$ cat src/eeprom_defines.svh
`ifndef EEPROM_DEFINES_SVH
`define EEPROM_DEFINES_SVH

// number of independent two-wire buses, 1 to 4
`define EE_CHANNELS 2

`define EE_ADDR_W 11    // 2048-byte device
`define EE_DATA_W 8

// CLK cycles per quarter of a bus bit
`define EE_PHASE 1

`endif
$ cat src/eeprom_pkg.sv
package eeprom_pkg;

    typedef enum logic {
        op_write = 1'b0,
        op_read  = 1'b1
    } ee_op_t;

    // master sequencer states
    typedef enum logic [3:0] {
        st_idle,
        st_start,
        st_ctrl_write,
        st_addr_write,
        st_data_write,
        st_restart,
        st_ctrl_read,
        st_data_read,
        st_master_nack,
        st_stop,
        st_finish
    } ee_state_t;

endpackage

$ cat src/eeprom_array_ctrl.sv
`timescale 1ns/1ps
`include "eeprom_defines.svh"

module eeprom_array_ctrl (
    input  logic                    CLK,
    input  logic                    RESET,
    input  logic                    wr,
    input  logic                    rd,
    input  logic [2:0]              chan,
    input  logic [`EE_ADDR_W-1:0]   addr,
    input  logic [`EE_DATA_W-1:0]   wdata,
    input  logic [`EE_CHANNELS-1:0] sda_in,
    output logic [`EE_CHANNELS-1:0] scl,
    output logic [`EE_CHANNELS-1:0] sda_low,
    output logic                    reject,
    output logic                    done,
    output logic [2:0]              done_chan,
    output eeprom_pkg::ee_op_t      done_op,
    output logic [`EE_DATA_W-1:0]   rdata,
    output logic                    error
);
    import eeprom_pkg::*;

    logic [`EE_CHANNELS-1:0]                 start;
    logic [`EE_CHANNELS-1:0]                 busy;
    logic [`EE_CHANNELS-1:0]                 fin;
    logic [`EE_CHANNELS-1:0]                 fin_err;
    logic [`EE_CHANNELS-1:0][`EE_DATA_W-1:0] fin_data;
    ee_op_t                                  op;
    logic [`EE_ADDR_W-1:0]                   cmd_addr;
    logic [`EE_DATA_W-1:0]                   cmd_wdata;

    eeprom_cmd_dispatch u_dispatch (
        .CLK       (CLK),
        .RESET     (RESET),
        .wr        (wr),
        .rd        (rd),
        .chan      (chan),
        .addr      (addr),
        .wdata     (wdata),
        .busy      (busy),
        .start     (start),
        .op        (op),
        .cmd_addr  (cmd_addr),
        .cmd_wdata (cmd_wdata),
        .reject    (reject)
    );

    // one master per bus
    for (genvar i = 0; i < `EE_CHANNELS; i++)
    begin : g_chan
        eeprom_serial_master u_master (
            .CLK       (CLK),
            .RESET     (RESET),
            .start     (start[i]),
            .op        (op),
            .cmd_addr  (cmd_addr),
            .cmd_wdata (cmd_wdata),
            .sda_in    (sda_in[i]),
            .scl       (scl[i]),
            .sda_low   (sda_low[i]),
            .busy      (busy[i]),
            .fin       (fin[i]),
            .fin_data  (fin_data[i]),
            .fin_err   (fin_err[i])
        );
    end

    eeprom_result_collect u_collect (
        .CLK       (CLK),
        .RESET     (RESET),
        .fin       (fin),
        .fin_data  (fin_data),
        .fin_err   (fin_err),
        .op        (op),
        .busy      (busy),
        .done      (done),
        .done_chan (done_chan),
        .done_op   (done_op),
        .rdata     (rdata),
        .error     (error)
    );

endmodule

$ cat src/eeprom_result_collect.sv
`timescale 1ns/1ps
`include "eeprom_defines.svh"

module eeprom_result_collect (
    input  logic                                     CLK,
    input  logic                                     RESET,
    input  logic [`EE_CHANNELS-1:0]                  fin,
    input  logic [`EE_CHANNELS-1:0][`EE_DATA_W-1:0]  fin_data,
    input  logic [`EE_CHANNELS-1:0]                  fin_err,
    input  eeprom_pkg::ee_op_t                       op,
    input  logic [`EE_CHANNELS-1:0]                  busy,
    output logic                                     done,
    output logic [2:0]                               done_chan,
    output eeprom_pkg::ee_op_t                       done_op,
    output logic [`EE_DATA_W-1:0]                    rdata,
    output logic                                     error
);
    import eeprom_pkg::*;

    ee_op_t                  op_q;   // op as it stood in the start cycle
    ee_op_t                  res_op   [`EE_CHANNELS];
    logic [`EE_DATA_W-1:0]   res_data [`EE_CHANNELS];
    logic [`EE_CHANNELS-1:0] res_err;
    logic [`EE_CHANNELS-1:0] pending;
    logic [`EE_CHANNELS-1:0] busy_q;
    logic [1:0]              ptr;
    logic                    found;
    int                      pick;

    // first pending channel at or after ptr
    always_comb
    begin
        found = 1'b0;
        pick  = 0;
        for (int k = 0; k < `EE_CHANNELS; k++)
        begin
            for (int i = 0; i < `EE_CHANNELS; i++)
            begin
                if (!found && pending[i] && i == (int'(ptr) + k) % `EE_CHANNELS)
                begin
                    found = 1'b1;
                    pick  = i;
                end
            end
        end
    end

    always_ff @(posedge CLK)
    begin
        if (RESET)
        begin
            pending <= '0;
            busy_q  <= '0;
            ptr     <= 2'd0;
            done    <= 1'b0;
        end
        else
        begin
            busy_q <= busy;
            done   <= found;
            if (found)
                ptr <= 2'((pick + 1) % `EE_CHANNELS);
            for (int i = 0; i < `EE_CHANNELS; i++)
            begin
                if (found && pick == i)
                    pending[i] <= 1'b0;
                if (fin[i])
                    pending[i] <= 1'b1;
            end
        end
    end

    always_ff @(posedge CLK)
    begin
        op_q      <= op;
        done_chan <= 3'(pick);
        for (int i = 0; i < `EE_CHANNELS; i++)
        begin
            if (busy[i] && !busy_q[i])   // transfer just began
                res_op[i] <= op_q;
            if (fin[i])
            begin
                res_data[i] <= fin_data[i];
                res_err[i]  <= fin_err[i];
            end
            if (found && pick == i)
            begin
                done_op <= res_op[i];
                rdata   <= res_data[i];
                error   <= res_err[i];
            end
        end
    end

endmodule

$ cat src/eeprom_serial_master.sv
`timescale 1ns/1ps
`include "eeprom_defines.svh"

module eeprom_serial_master (
    input  logic                  CLK,
    input  logic                  RESET,
    input  logic                  start,
    input  eeprom_pkg::ee_op_t    op,
    input  logic [`EE_ADDR_W-1:0] cmd_addr,
    input  logic [`EE_DATA_W-1:0] cmd_wdata,
    input  logic                  sda_in,
    output logic                  scl,
    output logic                  sda_low,
    output logic                  busy,
    output logic                  fin,
    output logic [`EE_DATA_W-1:0] fin_data,
    output logic                  fin_err
);
    import eeprom_pkg::*;

    ee_state_t             st, st_n;
    logic [1:0]            q, q_n;          // quarter within the bit
    logic [7:0]            ph, ph_n;        // cycles within the quarter
    logic [3:0]            bcnt, bcnt_n;    // 8 is the ack slot
    logic [7:0]            sreg, sreg_n;
    logic                  err, err_n;
    logic                  nak, nak_n;
    logic                  tick;
    logic                  tx;
    ee_op_t                op_q;
    logic [`EE_ADDR_W-1:0] addr_q;
    logic [`EE_DATA_W-1:0] wdata_q;

    // {scl, sda_low} for a given state and quarter
    function automatic logic [1:0] bus_drive(ee_state_t s, logic [1:0] qq, logic [3:0] bc,
                                             logic msb);
        logic hi;
        hi = (qq == 2'd1) || (qq == 2'd2);
        case (s)
            st_start:       bus_drive = {qq != 2'd3, qq[1]};   // sda falls with scl high
            st_restart:     bus_drive = {hi, qq[1]};
            st_stop:        bus_drive = {qq != 2'd0, ~qq[1]};  // sda rises with scl high
            st_ctrl_write, st_addr_write, st_data_write, st_ctrl_read:
                bus_drive = {hi, (bc != 4'd8) && !msb};
            st_data_read, st_master_nack:
                bus_drive = {hi, 1'b0};
            default:        bus_drive = 2'b10;
        endcase
    endfunction

    assign tick = (ph == 8'(`EE_PHASE - 1));
    assign tx   = (st == st_ctrl_write) || (st == st_addr_write) ||
                  (st == st_data_write) || (st == st_ctrl_read);

    always_comb
    begin
        st_n   = st;
        q_n    = q;
        ph_n   = ph;
        bcnt_n = bcnt;
        sreg_n = sreg;
        err_n  = err;
        nak_n  = nak;
        if (st == st_idle)
        begin
            if (start)
            begin
                st_n   = st_start;
                q_n    = 2'd0;
                ph_n   = '0;
                bcnt_n = '0;
                err_n  = 1'b0;
                nak_n  = 1'b0;
            end
        end
        else if (st == st_finish)
            st_n = st_idle;
        else if (!tick)
            ph_n = ph + 8'd1;
        else
        begin
            ph_n = '0;
            q_n  = q + 2'd1;
            if (q == 2'd1)
            begin
                // middle of scl high
                if (st == st_data_read)
                    sreg_n = {sreg[6:0], sda_in};
                else if (tx && bcnt == 4'd8)
                    nak_n = sda_in;
            end
            if (q == 2'd3)
            begin
                case (st)
                    st_start:
                    begin
                        st_n   = st_ctrl_write;
                        sreg_n = {4'b1010, addr_q[10:8], 1'b0};
                    end
                    st_restart:
                    begin
                        st_n   = st_ctrl_read;
                        sreg_n = {4'b1010, addr_q[10:8], 1'b1};
                    end
                    st_ctrl_write, st_addr_write, st_data_write, st_ctrl_read:
                    begin
                        if (bcnt != 4'd8)
                        begin
                            bcnt_n = bcnt + 4'd1;
                            sreg_n = {sreg[6:0], 1'b0};
                        end
                        else if (nak)
                        begin
                            // no ack, abort
                            st_n   = st_stop;
                            bcnt_n = '0;
                            err_n  = 1'b1;
                        end
                        else
                        begin
                            bcnt_n = '0;
                            case (st)
                                st_ctrl_write:
                                begin
                                    st_n   = st_addr_write;
                                    sreg_n = addr_q[7:0];
                                end
                                st_addr_write:
                                begin
                                    if (op_q == op_write)
                                    begin
                                        st_n   = st_data_write;
                                        sreg_n = wdata_q;
                                    end
                                    else
                                        st_n = st_restart;
                                end
                                st_ctrl_read:
                                    st_n = st_data_read;
                                default:
                                    st_n = st_stop;
                            endcase
                        end
                    end
                    st_data_read:
                    begin
                        if (bcnt == 4'd7)
                        begin
                            st_n   = st_master_nack;
                            bcnt_n = '0;
                        end
                        else
                            bcnt_n = bcnt + 4'd1;
                    end
                    st_master_nack: st_n = st_stop;
                    st_stop:        st_n = st_finish;
                    default:        st_n = st_idle;
                endcase
            end
        end
    end

    always_ff @(posedge CLK)
    begin
        if (RESET)
        begin
            st      <= st_idle;
            q       <= 2'd0;
            ph      <= '0;
            bcnt    <= '0;
            err     <= 1'b0;
            nak     <= 1'b0;
            scl     <= 1'b1;
            sda_low <= 1'b0;
        end
        else
        begin
            st             <= st_n;
            q              <= q_n;
            ph             <= ph_n;
            bcnt           <= bcnt_n;
            err            <= err_n;
            nak            <= nak_n;
            {scl, sda_low} <= bus_drive(st_n, q_n, bcnt_n, sreg_n[7]);
        end
    end

    always_ff @(posedge CLK)
    begin
        sreg <= sreg_n;
        if (st == st_idle && start)
        begin
            op_q    <= op;
            addr_q  <= cmd_addr;
            wdata_q <= cmd_wdata;
        end
    end

    assign busy     = (st != st_idle);
    assign fin      = (st == st_finish);
    assign fin_data = sreg;   // read byte, last shifted in
    assign fin_err  = err;

endmodule

$ cat src/eeprom_cmd_dispatch.sv
`timescale 1ns/1ps
`include "eeprom_defines.svh"

module eeprom_cmd_dispatch (
    input  logic                    CLK,
    input  logic                    RESET,
    input  logic                    wr,
    input  logic                    rd,
    input  logic [2:0]              chan,
    input  logic [`EE_ADDR_W-1:0]   addr,
    input  logic [`EE_DATA_W-1:0]   wdata,
    input  logic [`EE_CHANNELS-1:0] busy,
    output logic [`EE_CHANNELS-1:0] start,
    output eeprom_pkg::ee_op_t      op,
    output logic [`EE_ADDR_W-1:0]   cmd_addr,
    output logic [`EE_DATA_W-1:0]   cmd_wdata,
    output logic                    reject
);
    import eeprom_pkg::*;

    logic                    strobe;
    logic                    in_range;
    logic                    accept;
    logic [`EE_CHANNELS-1:0] sel;

    assign strobe   = wr | rd;
    assign in_range = int'(chan) < `EE_CHANNELS;

    always_comb
    begin
        for (int i = 0; i < `EE_CHANNELS; i++)
            sel[i] = (int'(chan) == i);
    end

    assign accept = strobe && in_range && ((sel & busy) == '0);

    always_ff @(posedge CLK)
    begin
        if (RESET)
        begin
            start  <= '0;
            reject <= 1'b0;
        end
        else
        begin
            start  <= accept ? sel : '0;
            reject <= strobe & ~accept;   // busy or bad channel
        end
    end

    // one accept per cycle, so all masters share these
    always_ff @(posedge CLK)
    begin
        if (accept)
        begin
            op        <= wr ? op_write : op_read;   // wr wins over rd
            cmd_addr  <= addr;
            cmd_wdata <= wdata;
        end
    end

endmodule

$ cat config.mk
export PLATFORM = sky130hd
export DESIGN_NAME = eeprom_array_ctrl
export DESIGN_NICKNAME = d
export VERILOG_FILES = /design/src/eeprom_pkg.sv /design/src/eeprom_array_ctrl.sv /design/src/eeprom_result_collect.sv /design/src/eeprom_serial_master.sv /design/src/eeprom_cmd_dispatch.sv
export VERILOG_INCLUDE_DIRS = /design/src /design/src/src
export SDC_FILE = /design/constraint.sdc
export NUM_CORES = 1
export LEC_CHECK = 0
export BUFFER_PORTS_ARGS = -buffer_cell sky130_fd_sc_hd__buf_2
export CAP_MARGIN = 20
export CORE_MARGIN = 5
export CORE_UTILIZATION = 55
export CTS_CLUSTER_SIZE = 16
export DETAILED_ROUTE_END_ITERATION = 10
export PLACE_DENSITY_LB_ADDON = 0.2
export SETUP_SLACK_MARGIN = 0.05
export SLEW_MARGIN = 20
export SYNTH_ARGS = -nofsm -noshare
export SYNTH_HDL_FRONTEND = slang
export SYNTH_HIERARCHICAL = 1
export SYNTH_SLANG_ARGS = --single-unit
$ cat constraint.sdc
create_clock -name CLK -period 8.16 [get_ports CLK]
set_clock_uncertainty 0.1 [all_clocks]
set_input_delay 1.224 -clock CLK [delete_from_list [all_inputs] [get_ports CLK]]
set_output_delay 1.224 -clock CLK [all_outputs]
set_load 0.01 [all_outputs]
==> impl_metrics.json <==
{
  "status": "completed",
  "numPlacedInstances": 945,
  "firstDrtPassIters": 6,
  "cts_htree_levels": 4,
  "crit_end": "g_chan[1].u_master/scl$_SDFF_PP1_",
  "crit_slowest_cell": "dfxtp_1",
  "post_cts_buffers": 0,
  "wl_met2_um": 7943,
  "area_growth_pct": 11.42,
  "grt_usage_pct": 21.55,
  "antenna_cells": 0,
  "io_pins": 47,
  "wl_per_cell_um": 17.99,
  "r2r-start": "g_chan[1].u_master/st[3]$_SDFF_PP0_",
  "path_buf_inv": 0,
  "cts_root_buf": "clkbuf_16",
  "drt_iter0_markers": 626,
  "avgSynthCellArea_um2": 10.77,
  "power.share.clock_pct": 45.2,
  "viasPerCell": 6.061,
  "intPower_mw": 1.343,
  "die_width_um": 130.5,
  "max_freq_mhz": 316.9,
  "clock_path_buffers": 2,
  "vias": 5922,
  "ys.flop_type": "edfxtp_1",
  "drt.antenna.violating_nets": 0,
  "ctsHoldBuffers": 0,
  "ys_warn_count": 6,
  "fin_crit_ns": 3.156,
  "maxSlewViolCount": 0,
  "pwr-share-comb_pct": 2.9,
  "drv_cap": 0,
  "synth_edf_count": 104,
  "rows": 44,
  "netlist_top_cells_area": "edfxtp_1, dfxtp_1, nor2_1",
  "portBuffers": 44,
  "rrSetupSlack_ns": 5.00,
  "drcViolationCount": 0,
  "die-area_um2": 17030,
  "cts_resized": 0,
  "crit_chain": "xor2_1 > o311a_1 > and2_1 > nor3_1 > ha_1 > o21ai_0 > a211o_1 > a21o_1",
  "synth_top_area_share_pct": 39.12,
  "switching_share_pct": 20.91,
  "post-dp-hpwl_um": 12650,
  "drt-total-wl_um": 17580,
  "period_share_pct": 38.67,
  "grt_max_degree": 54,
  "ys_ff_latch": 161,
  "worstPathArrival_ns": 3.37,
  "gp_congestion": 0.9226,
  "syn_inst": 741,
  "cp_num_cells": 8,
  "synth_cell_types": 93,
  "power_frac_seq_pct": 52.0,
  "peakVddDrop_mv": 0.1810,
  "power.switching_mw": 0.3551,
  "finalSetupTns_ns": 0,
  "hp-class": "reg2reg",
  "syn_area_um2": 7984,
  "dieHeight_um": 130.5,
  "ys_seq_area_share_pct": 53.41,
  "grt_pass1_wl_um": 28820,
  "worstPathRequired_ns": 8.37,
  "end_kind": "flip-flop",
  "worstMarginPinSlew_ns": 1.103,
  "worstSkewPairLatency_ns": 0.42,
  "num-nets-final": 824,
  "critPathKind": "reg2reg",
  "r2r-end": "g_chan[1].u_master/scl$_SDFF_PP1_",
  "clkTransAtPathRegs_ns": 0.06,
  "wl_met3_um": 1388,
  "rsz0062_at_grt": "no",
  "drive_gt1_share_pct": 17.02,
  "leakage_nw": 3.189,
  "startpoint": "g_chan[1].u_master/st[3]$_SDFF_PP0_",
  "cts_sinks": 161,
  "crit_path_start_kind": "flip-flop",
  "highest_layer": "met4",
  "fin_cells": 977,
  "numCtsBuffers": 17,
  "timing.final.hold_violations": 0,
  "core_area_um2": 14370,
  "synthArstFlopShare_pct": 0,
  "crit_path_max_fanout": 18,
  "powerDensity_nw_per_um2": 190.9,
  "max_stage_delay_ns": 0.75,
  "worst_r2r_path_depth": 8,
  "worstHoldStart": "u_collect/op_q$_DFF_P_",
  "drt-met1-wl_um": 7987,
  "grt.overflow.total": 0,
  "setup_viol_count_final": 0,
  "synth_area_leader_cell": "edfxtp_1",
  "initial_core_util_pct": 55.56,
  "cts_tree": "yes",
  "grt_pass1_vias": 5554,
  "relSlewSlack_pct": 26.46,
  "cp_top_family": "compound AO/OA/AOI/OAI gates",
  "antenna_found_initial": 0
}
-- metrics by stage --
step                      hold slack, ns  worst slack [ns]  total power, mW  utilization [%]  instance area, um^2
final                             0.3449             5.004            1.698            61.91                 8896
after global routing              0.3479             4.746            1.761            61.91                 8896
after CTS                         0.3422             5.033            1.714            61.87                 8890
after detailed placement          0.3287             5.047           0.9479            57.91                 8320
after global placement            0.3094             5.175           0.9465            57.91                 8320
after floorplan                   0.2608             4.672           0.9271                -                 7988
-- state kept, by name, indices dropped and copies added, names as in the netlist, 4 cells and up --
signal	flops
g_chan.u_master/q	4
g_chan.u_master/ph	16
u_dispatch/cmd_wdata	8
u_dispatch/cmd_addr	11
g_chan.u_master/wdata_q	16
u_collect/res_data	16
g_chan.u_master/addr_q	22
g_chan.u_master/bcnt	8
u_collect/rdata	8
g_chan.u_master/st	8
g_chan.u_master/fin_data	16
-- cells by family after synthesis --
| family | count (synthesis) | synth area share, % |
|---|---|---|
| AO/OA/AOI/OAI | 191 | 16.24 |
| XOR/XNOR | 2 | 0.2194 |
| adder cells (fa/ha/maj) | 16 | 2.507 |
| buffers and inverters | 59 | 3.401 |
| flip-flops | 161 | 53.41 |
| multiplexers | 31 | 4.592 |
| other | 1 | 0.04697 |
| AND/OR/NAND/NOR | 280 | 19.59 |
-- power groups by stage --
| stage | clock, mW | sequential, mW | combinational, mW |
|---|---|---|---|
| 2_1_floorplan | 0 | 0.896 | 0.0308 |
| 3_3_place_gp | 0 | 0.900 | 0.0468 |
| 3_5_place_dp | 0 | 0.900 | 0.0478 |
| 4_1_cts | 0.783 | 0.882 | 0.0481 |
| 5_1_grt | 0.824 | 0.883 | 0.0540 |
| 6_report | 0.767 | 0.883 | 0.0486 |
-- cell type report --
| cell class | instances | area (um^2) |
|---|---|---|
| Sequential cell | 161 | 4264 |
| Fill cell | 1172 | 5473 |
| Multi-Input combinational cell | 522 | 3470 |
| Clock inverter | 13 | 136.4 |
| Clock buffer | 19 | 432.9 |
| Tap cell | 184 | 230.2 |
| Timing Repair Buffer | 48 | 250.2 |
| Inverter | 30 | 112.6 |
-- how the worst min path moves through the flow --
stage	end	slack (ns)	cells after the start
after floorplan	u_collect/op_q$_DFF_P_	0.26	0
after global placement	u_collect/res_op[0][0]$_DFFE_PP_	0.31	0
after detailed placement	u_collect/res_op[0][1]$_DFFE_PP_	0.33	0
after CTS	u_collect/res_op[0][0]$_DFFE_PP_	0.34	0
after global routing	u_collect/res_op[0][0]$_DFFE_PP_	0.35	0
final	u_collect/res_op[0][1]$_DFFE_PP_	0.34	0
-- cell usage after synthesis, types with 10 or more instances --
| cell type | count |
|---|---|
| inv_1 | 26 |
| nand3_1 | 22 |
| mux2i_1 | 19 |
| nand2_1 | 55 |
| edfxtp_1 | 104 |
| a21oi_1 | 41 |
| a22oi_1 | 18 |
| o21ai_0 | 50 |
| dfxtp_1 | 57 |
| nor2_1 | 77 |
| and3_1 | 10 |
| buf_2 | 13 |
| nor3_1 | 13 |
| mux2_4 | 11 |
| nor2b_1 | 20 |
| ha_1 | 16 |
-- layer usage --
metal,up-vias,track usage [%]
li1,2834,-
met1,2825,31.68
met2,241,32.24
met4,0,6.292
met5,-,0
met3,22,4.756
-- layout by cell type, fill, tap and decap left out, drive strengths merged, types with 5 or more instances in the layout --
cell / count
and3: 10
edfxtp: 104
ha: 16
nand2b: 9
or2: 7
and2: 8
nand3: 23
a22oi: 18
nor2: 77
nor2b: 21
dfxtp: 57
a21oi: 43
a31oi: 7
o21a: 8
a21o: 9
clkbuf: 19
buf: 48
mux2: 12
nor4: 13
or3: 6
nor3: 16
a211oi: 5
and3b: 5
clkinv: 6
nor3b: 8
mux2i: 19
nand2: 57
inv: 33
o21ai: 54
Note: power is estimated with default switching activity, not from simulation.
